## src/source/ov_capture_pkg.sv

```systemverilog
// Image geometry, UART timing, request byte, width types and capture FSM states
`default_nettype none

package ov_capture_pkg;

    // Full frame size in pixels
    localparam int LINES = 8;
    localparam int COLUMNS = 16;

    // One of the 2x2 quadrants
    localparam int Q_LINES = LINES / 2;
    localparam int Q_COLUMNS = COLUMNS / 2;

    // Fixed baud divider, clocks per serial bit
    localparam int CLKS_PER_BIT = 8;

    // Byte that asks the bridge for one frame
    localparam logic [7:0] START_CMD = 8'h55;

    // RGB565, high byte arrives first
    typedef logic [15:0] pixel_t;
    typedef logic [7:0] byte_t;

    // Position inside one quadrant
    typedef logic [1:0] q_line_t;
    typedef logic [2:0] q_col_t;

    // Clock count within one serial bit
    typedef logic [$clog2(CLKS_PER_BIT)-1:0] baud_cnt_t;

    // Codes also drive the state display
    typedef enum logic [3:0] {
        IDLE = 4'd0,
        SEND_CMD = 4'd1,
        WAIT_TX = 4'd2,
        WAIT_HIGH = 4'd3,
        WAIT_LOW = 4'd4,
        WRITE = 4'd5,
        NEXT = 4'd6,
        DONE = 4'd7
    } capture_state_t;

endpackage

`default_nettype wire

```

## src/source/ov_ctrl_if.sv

```systemverilog
// Strobe and status bundle between capture control unit and datapath
`timescale 1ns/10ps
`default_nettype none

interface ov_ctrl_if;

    // Control unit strobes, one cycle each
    logic zera_pixel;
    logic zera_quadrante;
    logic conta_pixel;
    logic partida_serial;
    logic carrega_alto;
    logic carrega_baixo;
    logic we_byte;

    // Datapath status
    logic fim_recepcao;
    logic fim_transmissao;
    logic fim_coluna_pixel;
    logic fim_linha_pixel;
    logic fim_quadrante;

    modport uc (
        output zera_pixel, zera_quadrante, conta_pixel, partida_serial,
        output carrega_alto, carrega_baixo, we_byte,
        input  fim_recepcao, fim_transmissao, fim_coluna_pixel, fim_linha_pixel,
        input  fim_quadrante
    );

    // we_byte leaves the design at the top, the datapath never needs it
    modport fd (
        input  zera_pixel, zera_quadrante, conta_pixel, partida_serial,
        input  carrega_alto, carrega_baixo,
        output fim_recepcao, fim_transmissao, fim_coluna_pixel, fim_linha_pixel,
        output fim_quadrante
    );

endinterface

`default_nettype wire

```

## src/source/edge_detector.sv

```systemverilog
// Rising edge detector producing a registered one-cycle pulse
`timescale 1ns/10ps
`default_nettype none

module edge_detector (
    input  logic clock,
    input  logic arst_n,
    input  logic sinal,
    output logic pulso
);

    // Last sampled level of the button
    logic sinal_q;

    always_ff @(posedge clock or negedge arst_n) begin
        if (!arst_n) begin
            sinal_q <= 1'b0;
            pulso <= 1'b0;
        end else begin
            sinal_q <= sinal;
            // High now, low last cycle
            pulso <= sinal & ~sinal_q;
        end
    end

endmodule

`default_nettype wire

```

## src/source/uart_rx.sv

```systemverilog
// UART 8N1 receiver with input synchronizer, mid-bit sampling and stop-bit check
`timescale 1ns/10ps
`default_nettype none

module uart_rx (
    input  logic                  clock,
    input  logic                  arst_n,
    input  logic                  rx_serial,
    output ov_capture_pkg::byte_t dado,
    output logic                  valido
);
    import ov_capture_pkg::*;

    typedef enum logic [1:0] {
        RX_IDLE,
        RX_START,
        RX_DATA,
        RX_STOP
    } rx_state_t;

    rx_state_t state;
    logic rx_meta;
    logic rx_sync;
    logic rx_prev;
    baud_cnt_t clk_cnt;
    logic [2:0] bit_cnt;
    byte_t shift;
    logic half_bit;
    logic full_bit;

    // Idle line is high, so the chain resets high
    always_ff @(posedge clock or negedge arst_n) begin
        if (!arst_n) begin
            rx_meta <= 1'b1;
            rx_sync <= 1'b1;
            rx_prev <= 1'b1;
        end else begin
            rx_meta <= rx_serial;
            rx_sync <= rx_meta;
            rx_prev <= rx_sync;
        end
    end

    assign half_bit = (clk_cnt == baud_cnt_t'(CLKS_PER_BIT / 2 - 1));
    assign full_bit = (clk_cnt == baud_cnt_t'(CLKS_PER_BIT - 1));

    always_ff @(posedge clock or negedge arst_n) begin
        if (!arst_n) begin
            state <= RX_IDLE;
            clk_cnt <= '0;
            bit_cnt <= '0;
            valido <= 1'b0;
        end else begin
            valido <= 1'b0;
            case (state)
                RX_IDLE: begin
                    clk_cnt <= '0;
                    bit_cnt <= '0;
                    // Falling edge only, a line stuck low never restarts
                    if (rx_prev && !rx_sync) begin
                        state <= RX_START;
                    end
                end
                RX_START: begin
                    if (half_bit) begin
                        clk_cnt <= '0;
                        // Glitch shorter than half a bit
                        state <= rx_sync ? RX_IDLE : RX_DATA;
                    end else begin
                        clk_cnt <= clk_cnt + 1'b1;
                    end
                end
                RX_DATA: begin
                    if (full_bit) begin
                        clk_cnt <= '0;
                        bit_cnt <= bit_cnt + 1'b1;
                        if (bit_cnt == 3'd7) begin
                            state <= RX_STOP;
                        end
                    end else begin
                        clk_cnt <= clk_cnt + 1'b1;
                    end
                end
                RX_STOP: begin
                    if (full_bit) begin
                        clk_cnt <= '0;
                        // Framing error drops the byte
                        valido <= rx_sync;
                        state <= RX_IDLE;
                    end else begin
                        clk_cnt <= clk_cnt + 1'b1;
                    end
                end
                default: state <= RX_IDLE;
            endcase
        end
    end

    // LSB first, so new bits enter at the top
    always_ff @(posedge clock) begin
        if (state == RX_DATA && full_bit) begin
            shift <= {rx_sync, shift[7:1]};
        end
        if (state == RX_STOP && full_bit && rx_sync) begin
            dado <= shift;
        end
    end

endmodule

`default_nettype wire

```

## src/source/uart_tx.sv

```systemverilog
// UART 8N1 transmitter, one frame per start strobe
`timescale 1ns/10ps
`default_nettype none

module uart_tx (
    input  logic                  clock,
    input  logic                  arst_n,
    input  logic                  partida,
    input  ov_capture_pkg::byte_t dado,
    output logic                  serial,
    output logic                  fim
);
    import ov_capture_pkg::*;

    logic busy;
    logic [3:0] bit_cnt;
    baud_cnt_t clk_cnt;
    // Data bits plus the stop bit
    logic [8:0] frame;
    logic last_clk;

    assign last_clk = (clk_cnt == baud_cnt_t'(CLKS_PER_BIT - 1));
    // Last clock of the stop bit
    assign fim = busy && last_clk && (bit_cnt == 4'd9);

    always_ff @(posedge clock or negedge arst_n) begin
        if (!arst_n) begin
            busy <= 1'b0;
            bit_cnt <= '0;
            clk_cnt <= '0;
            serial <= 1'b1;
        end else if (!busy) begin
            // Start bit goes out right away
            if (partida) begin
                busy <= 1'b1;
                bit_cnt <= '0;
                clk_cnt <= '0;
                serial <= 1'b0;
            end
        end else if (last_clk) begin
            clk_cnt <= '0;
            if (bit_cnt == 4'd9) begin
                busy <= 1'b0;
            end else begin
                serial <= frame[0];
                bit_cnt <= bit_cnt + 1'b1;
            end
        end else begin
            clk_cnt <= clk_cnt + 1'b1;
        end
    end

    // Ones fill in from the top and keep the line high
    always_ff @(posedge clock) begin
        if (!busy && partida) begin
            frame <= {1'b1, dado};
        end else if (busy && last_clk) begin
            frame <= {1'b1, frame[8:1]};
        end
    end

endmodule

`default_nettype wire

```

## src/source/interface_ov7670_uc.sv

```systemverilog
// Capture control unit FSM driving datapath strobes
`timescale 1ns/10ps
`default_nettype none

module interface_ov7670_uc (
    input  logic                           clock,
    input  logic                           arst_n,
    input  logic                           iniciar,
    ov_ctrl_if.uc                          ctrl,
    output ov_capture_pkg::capture_state_t db_estado
);
    import ov_capture_pkg::*;

    capture_state_t state;
    capture_state_t next_state;
    logic we_byte_q;

    always_ff @(posedge clock or negedge arst_n) begin
        if (!arst_n) begin
            state <= IDLE;
        end else begin
            state <= next_state;
        end
    end

    always_comb begin
        next_state = state;
        ctrl.zera_pixel = 1'b0;
        ctrl.zera_quadrante = 1'b0;
        ctrl.conta_pixel = 1'b0;
        ctrl.partida_serial = 1'b0;
        ctrl.carrega_alto = 1'b0;
        ctrl.carrega_baixo = 1'b0;
        case (state)
            IDLE: begin
                if (iniciar) begin
                    next_state = SEND_CMD;
                end
            end
            SEND_CMD: begin
                // New frame from the top-left corner
                ctrl.zera_pixel = 1'b1;
                ctrl.zera_quadrante = 1'b1;
                ctrl.partida_serial = 1'b1;
                next_state = WAIT_TX;
            end
            WAIT_TX: begin
                // Bytes seen here are discarded
                if (ctrl.fim_transmissao) begin
                    next_state = WAIT_HIGH;
                end
            end
            WAIT_HIGH: begin
                if (ctrl.fim_recepcao) begin
                    ctrl.carrega_alto = 1'b1;
                    next_state = WAIT_LOW;
                end
            end
            WAIT_LOW: begin
                if (ctrl.fim_recepcao) begin
                    ctrl.carrega_baixo = 1'b1;
                    next_state = WRITE;
                end
            end
            WRITE: begin
                next_state = NEXT;
            end
            NEXT: begin
                // Position still belongs to the pixel just written
                ctrl.conta_pixel = 1'b1;
                next_state = ctrl.fim_quadrante ? DONE : WAIT_HIGH;
            end
            DONE: begin
                if (!iniciar) begin
                    next_state = IDLE;
                end
            end
            default: next_state = IDLE;
        endcase
    end

    // Write strobe lands in NEXT, before the counters move
    always_ff @(posedge clock or negedge arst_n) begin
        if (!arst_n) begin
            we_byte_q <= 1'b0;
        end else begin
            we_byte_q <= (state == WRITE);
        end
    end

    assign ctrl.we_byte = we_byte_q;
    assign db_estado = state;

endmodule

`default_nettype wire

```

## src/source/interface_ov7670_fd.sv

```systemverilog
// Capture datapath with quadrant scan counters, pixel assembly and UARTs
`timescale 1ns/10ps
`default_nettype none

module interface_ov7670_fd (
    input  logic                    clock,
    input  logic                    arst_n,
    input  logic                    rx_serial,
    ov_ctrl_if.fd                   ctrl,
    output logic                    saida_serial,
    output ov_capture_pkg::pixel_t  pixel,
    output ov_capture_pkg::q_line_t linha_pixel,
    output ov_capture_pkg::q_col_t  coluna_pixel,
    output logic                    linha_quadrante_addr,
    output logic                    coluna_quadrante_addr
);
    import ov_capture_pkg::*;

    byte_t rx_dado;
    byte_t byte_alto;
    byte_t byte_baixo;
    logic fim_coluna;
    logic fim_linha;

    // Bridge to camera side
    uart_rx u_rx (
        .clock     (clock),
        .arst_n    (arst_n),
        .rx_serial (rx_serial),
        .dado      (rx_dado),
        .valido    (ctrl.fim_recepcao)
    );

    // Request byte is constant
    uart_tx u_tx (
        .clock   (clock),
        .arst_n  (arst_n),
        .partida (ctrl.partida_serial),
        .dado    (START_CMD),
        .serial  (saida_serial),
        .fim     (ctrl.fim_transmissao)
    );

    assign fim_coluna = (coluna_pixel == q_col_t'(Q_COLUMNS - 1));
    assign fim_linha = (linha_pixel == q_line_t'(Q_LINES - 1));

    assign ctrl.fim_coluna_pixel = fim_coluna;
    assign ctrl.fim_linha_pixel = fim_linha;
    // Last pixel of the bottom-right quadrant
    assign ctrl.fim_quadrante = fim_coluna & fim_linha
                                & linha_quadrante_addr & coluna_quadrante_addr;

    // Row-major scan inside a quadrant
    always_ff @(posedge clock or negedge arst_n) begin
        if (!arst_n) begin
            linha_pixel <= '0;
            coluna_pixel <= '0;
        end else if (ctrl.zera_pixel) begin
            linha_pixel <= '0;
            coluna_pixel <= '0;
        end else if (ctrl.conta_pixel) begin
            if (fim_coluna) begin
                coluna_pixel <= '0;
                linha_pixel <= fim_linha ? '0 : linha_pixel + 1'b1;
            end else begin
                coluna_pixel <= coluna_pixel + 1'b1;
            end
        end
    end

    // Quadrant order 00, 01, 10, 11 as {line, column}
    always_ff @(posedge clock or negedge arst_n) begin
        if (!arst_n) begin
            linha_quadrante_addr <= 1'b0;
            coluna_quadrante_addr <= 1'b0;
        end else if (ctrl.zera_quadrante) begin
            linha_quadrante_addr <= 1'b0;
            coluna_quadrante_addr <= 1'b0;
        end else if (ctrl.conta_pixel && fim_coluna && fim_linha) begin
            {linha_quadrante_addr, coluna_quadrante_addr} <=
                {linha_quadrante_addr, coluna_quadrante_addr} + 2'd1;
        end
    end

    // High byte first on the wire
    always_ff @(posedge clock or negedge arst_n) begin
        if (!arst_n) begin
            byte_alto <= '0;
            byte_baixo <= '0;
        end else begin
            if (ctrl.carrega_alto) begin
                byte_alto <= rx_dado;
            end
            if (ctrl.carrega_baixo) begin
                byte_baixo <= rx_dado;
            end
        end
    end

    assign pixel = {byte_alto, byte_baixo};

endmodule

`default_nettype wire

```

## src/source/hexa7seg.sv

```systemverilog
// Hex nibble to active-low 7-segment decoder
`timescale 1ns/10ps
`default_nettype none

module hexa7seg (
    input  logic [3:0] hexa,
    output logic [6:0] display
);

    // Lit segments, bit 0 is a and bit 6 is g
    logic [6:0] seg_on;

    always_comb begin
        case (hexa)
            4'h0: seg_on = 7'h3f;
            4'h1: seg_on = 7'h06;
            4'h2: seg_on = 7'h5b;
            4'h3: seg_on = 7'h4f;
            4'h4: seg_on = 7'h66;
            4'h5: seg_on = 7'h6d;
            4'h6: seg_on = 7'h7d;
            4'h7: seg_on = 7'h07;
            4'h8: seg_on = 7'h7f;
            4'h9: seg_on = 7'h6f;
            4'ha: seg_on = 7'h77;
            4'hb: seg_on = 7'h7c;
            4'hc: seg_on = 7'h39;
            4'hd: seg_on = 7'h5e;
            4'he: seg_on = 7'h79;
            default: seg_on = 7'h71;
        endcase
    end

    // Board segments light on a low level
    assign display = ~seg_on;

endmodule

`default_nettype wire

```

## src/source/interface_ov7670.sv

```systemverilog
// Frame capture top level with edge detector, control unit, datapath and displays
`timescale 1ns/10ps
`default_nettype none

module interface_ov7670 (
    input  logic        clock,
    input  logic        arst_n,
    input  logic        iniciar,
    input  logic        rx_serial,
    output logic        saida_serial,
    output logic        db_partida_serial,
    output logic        we_byte,
    output logic [15:0] pixel,
    output logic [1:0]  linha_pixel,
    output logic [2:0]  coluna_pixel,
    output logic        linha_quadrante_addr,
    output logic        coluna_quadrante_addr,
    output logic [6:0]  db_estado,
    output logic [6:0]  hex0_pixel,
    output logic [6:0]  hex1_pixel,
    output logic [6:0]  hex2_pixel,
    output logic [6:0]  hex3_pixel,
    output logic [6:0]  hex4_pixel,
    output logic        db_fim_recepcao
);
    import ov_capture_pkg::*;

    logic iniciar_pulso;
    capture_state_t estado;

    ov_ctrl_if ctrl ();

    // Button to single start pulse
    edge_detector u_edge (
        .clock  (clock),
        .arst_n (arst_n),
        .sinal  (iniciar),
        .pulso  (iniciar_pulso)
    );

    interface_ov7670_uc u_uc (
        .clock     (clock),
        .arst_n    (arst_n),
        .iniciar   (iniciar_pulso),
        .ctrl      (ctrl.uc),
        .db_estado (estado)
    );

    interface_ov7670_fd u_fd (
        .clock                 (clock),
        .arst_n                (arst_n),
        .rx_serial             (rx_serial),
        .ctrl                  (ctrl.fd),
        .saida_serial          (saida_serial),
        .pixel                 (pixel),
        .linha_pixel           (linha_pixel),
        .coluna_pixel          (coluna_pixel),
        .linha_quadrante_addr  (linha_quadrante_addr),
        .coluna_quadrante_addr (coluna_quadrante_addr)
    );

    // Debug taps
    assign we_byte = ctrl.we_byte;
    assign db_partida_serial = ctrl.partida_serial;
    assign db_fim_recepcao = ctrl.fim_recepcao;

    // State code
    hexa7seg u_hex_estado (.hexa(estado), .display(db_estado));

    // Pixel nibbles, lowest on hex0
    hexa7seg u_hex0 (.hexa(pixel[3:0]), .display(hex0_pixel));
    hexa7seg u_hex1 (.hexa(pixel[7:4]), .display(hex1_pixel));
    hexa7seg u_hex2 (.hexa(pixel[11:8]), .display(hex2_pixel));
    hexa7seg u_hex3 (.hexa(pixel[15:12]), .display(hex3_pixel));

    // Column inside the quadrant
    hexa7seg u_hex4 (.hexa({1'b0, coluna_pixel}), .display(hex4_pixel));

endmodule

`default_nettype wire

```

## config.mk

```make
export PLATFORM = sky130hd
export DESIGN_NAME = interface_ov7670
export DESIGN_NICKNAME = d
export VERILOG_FILES = /design/src/source/ov_capture_pkg.sv /design/src/source/ov_ctrl_if.sv /design/src/source/edge_detector.sv /design/src/source/uart_rx.sv /design/src/source/uart_tx.sv /design/src/source/interface_ov7670_uc.sv /design/src/source/interface_ov7670_fd.sv /design/src/source/hexa7seg.sv /design/src/source/interface_ov7670.sv
export SDC_FILE = /design/constraint.sdc
export NUM_CORES = 1
export LEC_CHECK = 0
export BUFFER_PORTS_ARGS = -buffer_cell sky130_fd_sc_hd__buf_2
export CORE_AREA = 2 2 121 123
export CTS_CLUSTER_DIAMETER = 60
export DETAILED_ROUTE_END_ITERATION = 6
export DIE_AREA = 0 0 123 125
export GPL_ROUTABILITY_DRIVEN = 0
export PLACE_DENSITY_LB_ADDON = 0.1
export SLEW_MARGIN = 10
export SYNTH_ARGS = -nofsm -noshare
export SYNTH_HDL_FRONTEND = slang
export SYNTH_HIERARCHICAL = 1
export SYNTH_SLANG_ARGS = --single-unit
export TNS_END_PERCENT = 20
```

## constraint.sdc

```tcl
create_clock -name clock -period 1.9 [get_ports clock]
set_input_delay 0.095 -clock clock [delete_from_list [all_inputs] [get_ports clock]]
set_output_delay 0.095 -clock clock [all_outputs]
set_load 0.005 [all_outputs]
```

## Yosys cells after proc, flatten, opt, wreduce, memory -nomap -nowiden

Memory sizes are Yosys's and may differ from the RTL's.
Cells that the tools add are included.

| storage, ports and cells | value |
|---|---|
| word-level logic and storage cells | 153 |
| input port bits | 4 |
| register bits after elaboration | 75 |
| output and inout port bits | 69 |
| ROM bits | 672 |
| memories | 6 |

Memory list:

| memory | depth | width | read ports | clocked after Yosys merged registers in | wr ports | line | RTL |
|---|---|---|---|---|---|---|---|
| (name not given) | 16 | 7 | 1 | 0 | 0 | hexa7seg.sv:14 | `case (hexa)` |
| (name not given) | 16 | 7 | 1 | 0 | 0 | hexa7seg.sv:14 |  |
| (name not given) | 16 | 7 | 1 | 0 | 0 | hexa7seg.sv:14 |  |
| (name not given) | 16 | 7 | 1 | 0 | 0 | hexa7seg.sv:14 |  |
| (name not given) | 16 | 7 | 1 | 0 | 0 | hexa7seg.sv:14 |  |
| (name not given) | 16 | 7 | 1 | 0 | 0 | hexa7seg.sv:14 |  |

| cells by class | value |
|---|---|
| bitwise gates (word level) | 11 |
| equality and inequality tests | 29 |
| add/sub/neg operators | 7 |
| reduce and logical (&&, ||, !) cells | 24 |
| multiplexer cells | 52 |

Operator list:

| cell | number |
|---|---|
| $not A7 Y7 | 6 |
| $mux W4 | 9 |
| $pmux W4 S8 | 1 |
| $mux W3 | 10 |
| $mux W2 | 10 |
| $mux W1 | 19 |
| $ne A2 B2 Y1 const B | 9 |
| $eq A4 B3 Y1 const B | 4 |
| $add A3 B1 Y3 const B | 4 |
| $eq A3 B3 Y1 const B | 4 |
| $reduce_and A5 Y1 | 2 |
| $reduce_bool A2 Y1 | 5 |
| $logic_and A1 B1 Y1 | 9 |
| $pmux W3 S3 | 1 |
| $eq A4 B2 Y1 const B | 2 |
| $pmux W2 S4 | 1 |
| $eq A2 B2 Y1 const B | 3 |
| $ne A2 B1 Y1 const B | 3 |
| $pmux W3 S2 | 1 |
| $add A2 B1 Y2 const B | 2 |
| $add A4 B1 Y4 const B | 1 |
| $and A1 B1 Y1 | 4 |
| $eq A4 B1 Y1 const B | 1 |
| $eq A4 B4 Y1 const B | 1 |
| other kinds (9) | 11 |

## Longest topological paths before layout

Gate-level depths: netlist (run 1).

| depth | value |
|---|---|
| depth after elaboration | 6 |
| gate-level depth with buffers | 8 |
| depth with buffers taken out | 8 |

## By module

Netlist (run 1), hierarchy kept.

Modules (own cells, without submodules):

| module | cells an instance | sequential area each (um^2) | area each (um^2) | instances |
|---|---|---|---|---|
| hexa7seg | 31 | 0.0 | 252.7 | 6 |
| uart_rx | 69 | 784.5 | 1094.8 | 1 |
| interface_ov7670_fd | 68 | 575.6 | 977.2 | 1 |
| uart_tx | 81 | 466.7 | 862.1 | 1 |
| interface_ov7670_uc | 36 | 100.1 | 339.1 | 1 |
| edge_detector | 3 | 50.0 | 63.8 | 1 |
| interface_ov7670 | 1 | 0.0 | 3.8 | 1 |

## Worst setup path before layout (run 1)

Ideal clock, no wire load.

| path | value |
|---|---|
| path type | register -> register |
| start | register u_fd.u_tx.bit_cnt[1] |
| end | register u_uc.state[1], in the netlist u_uc/db_estado[1] |
| stages on the path, launching flop included | 9 |
| library setup time | 0.125 ns |
| path slack | 0.133 ns |
| period minus slack after synthesis | 1.767 ns |
| path buffers | 0 |
| arrival time | 1.642 ns |
| required time | 1.775 ns |
| cells stage by stage | dfrtp_1 > inv_1 > ha_1 > and2_1 > and3_1 > inv_1 > a22oi_1 > o211a_1 > mux2_4 |

| on the way | value |
|---|---|
| word-level cells in the longest chain between the ends | 4 |

RTL lines:

| item | line | RTL |
|---|---|---|
| start, declared | uart_tx.sv:16 | `logic [3:0] bit_cnt;` |
| start signal, assigned | uart_tx.sv:46 | `bit_cnt <= bit_cnt + 1'b1;` |
| $eq A4 B4 Y1 | uart_tx.sv:24 | `assign fim = busy && last_clk && (bit_cnt == 4'd9);` |
| $logic_and A1 B1 Y1 | uart_tx.sv:24 |  |
| net ctrl.fim_transmissao | ov_ctrl_if.sv:18 | `logic fim_transmissao;` |
| $ne A2 B2 Y1 (no line) | -- |  |
| $reduce_and A5 Y1 (no line) | -- |  |
| end signal, assigned | interface_ov7670_uc.sv:22 | `state <= next_state;` |
| end, declared | interface_ov7670_uc.sv:14 | `capture_state_t state;` |

The timed path passes the listed nets, and every way through them passes these cells.
A chain may end at the register's enable or synchronous reset.

## Worst setup path after layout (run 1)

| path | value |
|---|---|
| start | register u_fd.byte_baixo[0] |
| end | output hex0_pixel[3] |

| on the way | value |
|---|---|
| word-level cells in the longest chain between the ends | 2 |

RTL lines:

| item | line | RTL |
|---|---|---|
| start, declared | interface_ov7670_fd.sv:21 | `byte_t byte_baixo;` |
| start signal, assigned | interface_ov7670_fd.sv:95 | `byte_baixo <= rx_dado;` |
| $mem_v2 Z16 W7 | -- |  |
| $not A7 Y7 | hexa7seg.sv:35 | `assign display = ~seg_on;` |
| end, declared | interface_ov7670.sv:19 | `output logic [6:0] hex0_pixel,` |

Every way passes these cells.

==> results by group, run 1 <==
Floorplan
  • Initial core utilization: 34.2%
  • Core area: 14200 µm²
  • Cell Rows: 44
  • I/O pins: between 70 and 80
  • Die area: about 15000 µm²
  • Die W: 123 µm
  • Die height: 125 µm

STA
  • Final worst slack: just over 0.06 ns
  • Unrepaired setup endpoints after global routing: true
  • # setup viols final: 0
  • Final hold slack: around 0.26 ns
  • Fin. Hold Viols: 0
  • Min Clock Period, post-route: around 1.8 ns
  • Setup TNS: 0 ns
  • Final period util: between 90% and 100%
  • Worst Skew: approximately 0.0060 ns
  • Maximum operating frequency: between 500 and 600 MHz
  • Slew Viols, Final: 0

Setup path
  • Critical path capture point type: primary output
  • Crit start category: flop
  • Worst Path Arrival: about 1.7 ns
  • Slowest library cell on the worst path: mux4_1
  • Largest stage delay, worst path: between 0.4 and 0.5 ns
  • Worst-path cell chain: inv_4 > ha_4 > inv_1 > mux4_1 > buf_2
  • Required @ worst endpoint: 1.80 ns
  • CP Class: reg -> out
  • Crit Path Max Fanout: 7
  • FF-to-FF path depth: 8

Placed design
  • Post-DP HPWL: 6740 µm
  • I/O Buffers: between 70 and 80
  • Dpl ws: between 0.08 and 0.09 ns

Layout
  • Commonest cells after routing, fill and taps aside: buf_2, nand2_1, ha_1
  • Inserted Diodes: 0
  • P&R area growth vs syn: 21.3%
  • Nets: ~600
  • Commonest non-fill, non-tap cell in the layout: buf_2
  • Final core utilization: 41.5%
  • Layout cells sized above 1: between 30% and 40%

Global route
  • GRT Resource Usage Total: between 10% and 20%
  • Vias in the first global route: about 3300
  • First-pass GRT wire length: around 16000 µm
  • Total grt overflow: 0
  • Antenna violations before repair: 0
  • Largest net degree at the start of global routing: 21

Detailed routing
  • Post-DRT Antenna Nets: 0
  • Routed length per instance: approximately 13 µm
  • First drt pass iteration count: 4
  • Drt first-iter violations: 90
  • Final wirelength: 9250 µm
  • Via count: 3446
  • DRC violations left: 0
  • Via density per instance: between 4 and 5

Yosys
  • Ys async rst share: between 60% and 70%
  • Seq cells post-synth: 74
  • Largest family of logic cells by synthesized area: simple AND/OR/NAND/NOR gates
  • Sequential fraction of the synthesis area: roughly 41%
  • EDFF count, synth: 24
  • Mapped Avg Cell Area: approximately 11 µm²
  • Synth Area in XOR/XNOR: less than 1%
  • Ys flop type: dfrtp_1
  • Post-synthesis adder-cell area fraction: 14.2%
  • Post-synthesis cell count: between 400 and 500
  • Synth Area in Simple Gates: 16.7%
  • Distinct cell type count after synthesis: 59
  • YS warnings: 6
  • Synth Cell Area: roughly 4900 µm²
  • Synth Area in Compound Gates: roughly 9%
  • Mux share of post-synthesis cell area: about 12%

Pwr
  • Tot Pwr: 6.57 mW
  • Lkg Pwr: 2.86 nW
  • Int Pwr: around 4.4 mW
  • Sw Share: 32.8%
  • NetSw: about 2.2 mW
  • Power per cell area: roughly 1100 nW/µm²
  • Flop pwr share: between 30% and 40%
  • Maximum VDD drop: 0.618 mV
  • Logic pwr share: 38.6%
  • Clock share of power: a little over a quarter

Clock tree
  • Root buffer cell: clkbuf_16
  • Clock transition at the registers of the reported paths: approximately 0.060 ns
  • Sink Count: 74
  • Number of CTS-inserted buffers: 9
  • TritonCTS clock tree: built
  • CTS HTree Levels: 3
  • Clk_lat worst skew: ~0.33 ns
  • CTS Buffer Depth: 2

Run status
  • Status: finished, final reports clean

Job
  • Max-cap viol count: 0

Min path
  • Hold Crit Class: in -> async
==> flip-flops by register name, indices dropped and copies added (netlist names), 4 cells and up, named ones only <==
signal             cells
u_fd/byte_alto         8
u_fd/byte_baixo        8
u_fd/u_rx/dado         8
u_fd/u_rx/shift        8
u_fd/u_tx/bit_cnt      4
u_fd/u_tx/frame        8
==> synthesized netlist by cell type (all sizes together) (7+ instances only) <==
cell	n	area (µm²)
a22o	14	123
mux4	7	180
ha	55	688
mux2	20	236
nand2	54	210
mux2i	19	190
inv	32	120
nor2b	17	116
dfrtp	46	1150
edfxtp	24	721
nor2	36	150
nand3	7	35.0
nand2b	10	62.6
o21ai	7	35.0
or3b	7	61.3
buf	23	188
==> critical path, delay by kind of cell (launching register included) <==
kind                       cells  cell delay [ns]
buffers and inverters          3             0.25
DFF                            1             0.45
muxes                          1             0.46
adders and majority gates      1             0.25
==> final cells by class <==
| type | count | area, µm² |
|---|---|---|
| fill | 1428 | 8310 |
| multi-input combinational | 322 | 2630 |
| sequential | 74 | 1990 |
| timing repair buffer | 104 | 608 |
| clock buffer | 11 | 233 |
| tap | 184 | 230 |
| inverter | 32 | 123 |
| clock inverter | 5 | 81.3 |
==> metal layers <==
metal	routed length (µm)	vias to the layer above	global-route usage, %
li1	-	1735	-
met2	4110	72	19.0
met5	0	-	0
met3	474	9	2.87
met4	111	0	4.61
met1	4560	1630	17.3
==> power by group through the flow <==
stage / Clock [mW] / Sequential, mW / Combinational [mW]
final: 1.78 / 2.25 / 2.54
after floorplan: 0 / 2.20 / 1.82
after global routing: 1.91 / 2.31 / 2.88
after global placement: 0 / 2.30 / 2.33
after detailed placement: 0 / 2.31 / 2.36
after CTS: 1.84 / 2.26 / 2.49
==> cells by family (layout without fill, tap and decap cells) <==
logic type | count (synthesis) | count (layout)
and+or+nand+nor | 153 | 153
adders and majority gates | 55 | 55
xor gates and xnor gates | 1 | 1
buffers and inverters | 56 | 152
AOI/OAI and AO/OA | 55 | 55
other | 4 | 12
DFF | 74 | 74
muxes | 46 | 46
==> through the flow <==
step           std cells  area, µm²
2_1_floorplan        452       4890
3_3_place_gp         701       5410
3_5_place_dp         701       5410
4_1_cts              727       5820
5_1_grt              732       5890
6_report             732       5890
==> final timing paths <==
check / slack [ns] / end / start
worst max-delay path: 0.06 / hex0_pixel[3] / u_fd/byte_baixo[0]$_DFFE_PN0P_
worst min-delay path: 0.26 / u_fd/linha_quadrante_addr$_DFFE_PN0P_ / arst_n
worst max register to register: 0.08 / u_uc/db_estado[1]$_DFFE_PN0P_ / u_fd/u_tx/bit_cnt[1]$_DFFE_PN0P_
worst min register to register: 0.36 / u_fd/u_rx/rx_sync$_DFF_PN1_ / u_fd/u_rx/rx_meta$_DFF_PN1_
max in group asynchronous: 0.98 / u_fd/u_rx/rx_prev$_DFF_PN1_ / arst_n
min in group clock: 0.36 / u_fd/u_rx/rx_sync$_DFF_PN1_ / u_fd/u_rx/rx_meta$_DFF_PN1_
==> what timing repair did <==
action / 4_1_cts / 5_1_grt
endpoints found under the setup margin: 4 / 10
buffers inserted: 7 / 5
gates resized for setup: 9 / 17
hold buffers: 3 / 0
endpoints found under the hold margin: 19 / 0
gates cloned: 0 / 0
Power figures use the tool's default switching activity.
==> inputs of run 2 (changes only) <==
--- a/config.mk
+++ b/config.mk
@@ -11,8 +11,7 @@
 export DETAILED_ROUTE_END_ITERATION = 6
 export DIE_AREA = 0 0 123 125
 export GPL_ROUTABILITY_DRIVEN = 0
-export PLACE_DENSITY_LB_ADDON = 0.1
-export SLEW_MARGIN = 10
+export PLACE_DENSITY_LB_ADDON = 0.05
 export SYNTH_ARGS = -nofsm -noshare
 export SYNTH_HDL_FRONTEND = slang
 export SYNTH_HIERARCHICAL = 1
==> results by group, run 2 (synthesis results as in run 1) <==
Layout
  • Nets: 607 (+0.83%)
  • Commonest non-fill, non-tap cell in the layout: buf_2
  • Inserted Diodes: 0 (unchanged)
  • Final Instance Area: 5940 µm² (+0.87%)
  • P&R area growth vs syn: 22.4%
  • Layout cells sized above 1: 34.7% (+1.5 points)
  • Commonest cells after routing, fill and taps aside: buf_2, nand2_1, ha_1

Detailed routing
  • Final wirelength: 9470 µm (+2.3%)
  • Post-DRT Antenna Nets: 0 (unchanged)
  • Routed length per instance: 12.8 µm (+1.6%)
  • Via density per instance: 4.69 (-0.39%)
  • First drt pass iteration count: 4 (unchanged)
  • Drt first-iter violations: 149 (+66%)
  • Via count: 3456 (+0.29%)
  • DRC violations left: 0 (unchanged)

Setup path
  • Crit Path Max Fanout: 4 (-3)
  • Critical path capture point type: primary output
  • CP Class: reg -> out
  • Worst R2R Setup Slack: 0.07 ns (about the same)
  • Cell family with most CP delay: multiplexers
  • Required @ worst endpoint: 1.80 ns (about the same)
  • Crit start category: flop
  • Slowest library cell on the worst path: mux4_2
  • Largest stage delay, worst path: 0.48 ns (+0.02 ns)
  • Worst path bufs/invs: 2 (-1)
  • Worst Path Arrival: 1.77 ns (+0.03 ns)
  • Worst-path cell chain: buf_4 > ha_1 > mux4_2 > buf_2

STA
  • Least-Margin Pin Slew: ~0.56 ns
  • Final worst slack: 0.0380 ns (-0.0240 ns)
  • Fin. Hold Viols: 0 (unchanged)
  • Slew Viols, Final: 0 (unchanged)
  • Min Clock Period, post-route: 1.86 ns (+0.0240 ns)
  • Relative slew slack: ~62%
  • Maximum operating frequency: 537 MHz (-1.3%)
  • # setup viols final: 0 (unchanged)
  • Worst Skew: 0.00883 ns (+0.00280 ns)
  • Final period util: 98.0% (+1.3 points)
  • Unrepaired setup endpoints after global routing: true
  • Final hold slack: 0.294 ns (+0.0339 ns)

Job
  • Max-cap viol count: 0 (unchanged)

Clock tree
  • Number of CTS-inserted buffers: 9 (unchanged)
  • Root buffer cell: clkbuf_16
  • CTS HTree Levels: 3 (unchanged)
  • TritonCTS clock tree: built
  • Clock transition at the registers of the reported paths: 0.06 ns (about the same)
  • Sink Count: 74 (unchanged)
  • Clk_lat worst skew: 0.33 ns (about the same)
  • CTS Buffer Depth: 2 (unchanged)

Placed design
  • Post-DP HPWL: 6850 µm (+1.7%)
  • Placed inst area: 5440 µm² (+0.51%)
  • I/O Buffers: 72 (unchanged)
  • Dpl ws: 0.0180 ns (-0.0716 ns)

Pwr
  • Tot Pwr: 6.67 mW (+1.6%)
  • Maximum VDD drop: 0.642 mV (+3.9%)
  • Power per cell area: 1120 nW/µm² (+0.70%)
  • Lkg Pwr: 2.87 nW (+0.53%)

Floorplan
  • Initial core utilization: 34.2% (unchanged)
  • Die W: 123 µm (unchanged)
  • Die height: 125 µm (unchanged)
  • Core area: 14200 µm² (unchanged)
  • Die area: 15400 µm² (unchanged)
  • I/O pins: 73 (unchanged)
  • Cell Rows: 44 (unchanged)

Global route
  • Total grt overflow: 0 (unchanged)
  • GRT Resource Usage Total: 12.7% (+0.23 points)
  • First-pass GRT wire length: 15800 µm (+1.3%)
  • Antenna violations before repair: 0 (unchanged)
  • Largest net degree at the start of global routing: 29 (+38%)
  • Vias in the first global route: 3315 (+1.0%)

Min path
  • Hold Crit Class: in -> async

Run status
  • Status: finished, final reports clean
[run 2: worst paths after layout]
check | start | endpoint | depth (start not counted)
max | u_uc/db_estado[0]$_DFFE_PN0P_ | db_estado[3] | 4
min | arst_n | u_fd/byte_alto[5]$_DFFE_PN0P_ | 2
max reg2reg | u_uc/db_estado[0]$_DFFE_PN0P_ | u_uc/db_estado[1]$_DFFE_PN0P_ | 7
min reg2reg | u_fd/u_rx/rx_meta$_DFF_PN1_ | u_fd/u_rx/rx_sync$_DFF_PN1_ | 0
max in group asynchronous | arst_n | u_fd/u_tx/serial$_DFFE_PN1P_ | 3
min in group clock | u_fd/u_rx/rx_meta$_DFF_PN1_ | u_fd/u_rx/rx_sync$_DFF_PN1_ | 0
[run 2: where the power goes]
group	switching (mW)	leakage (nW)	total (mW)	internal (mW)
sequential	0.268	0.846	2.23	1.96
clock	0.680	0.154	1.75	1.07
combinational	1.31	1.87	2.69	1.38
total	2.26	2.87	6.67	4.41
[run 2: stage by stage]
| step | std cells | utilization [%] | setup TNS (ns) |
|---|---|---|---|
| final | 737 | 41.8 | 0 |
| after global routing | 737 | 41.8 | -0.0168 |
| after CTS | 732 | 41.3 | -0.0157 |
| after detailed placement | 703 | 38.3 | 0 |
| after global placement | 703 | 38.3 | 0 |
| after floorplan | 452 | - | 0 |
[run 2: timing repair]
item | 4_1_cts | 5_1_grt
setup endpoints to repair | 8 | 11
gates resized for setup | 13 | 17
hold endpoints to repair | 24 | 0
setup buffers | 10 | 5
pin swaps | 0 | 2
hold buffers | 3 | 0
[run 2: cell type report]
class,instances,area [µm²]
repair buffers,109,662
multi-input cells,322,2630
fillers,1406,8260
inverters,32,123
clock buffers,10,239
clock inverters,6,73.8
flip-flops and latches,74,1980
well taps,184,230
[run 2: metal layers]
| layer | GRT usage [%] | part of all wire [%] |
|---|---|---|
| met5 | 0 | 0 |
| met4 | 3.61 | 1.0 |
| met1 | 17.5 | 50 |
| met2 | 19.9 | 46 |
| met3 | 3.01 | 3.5 |
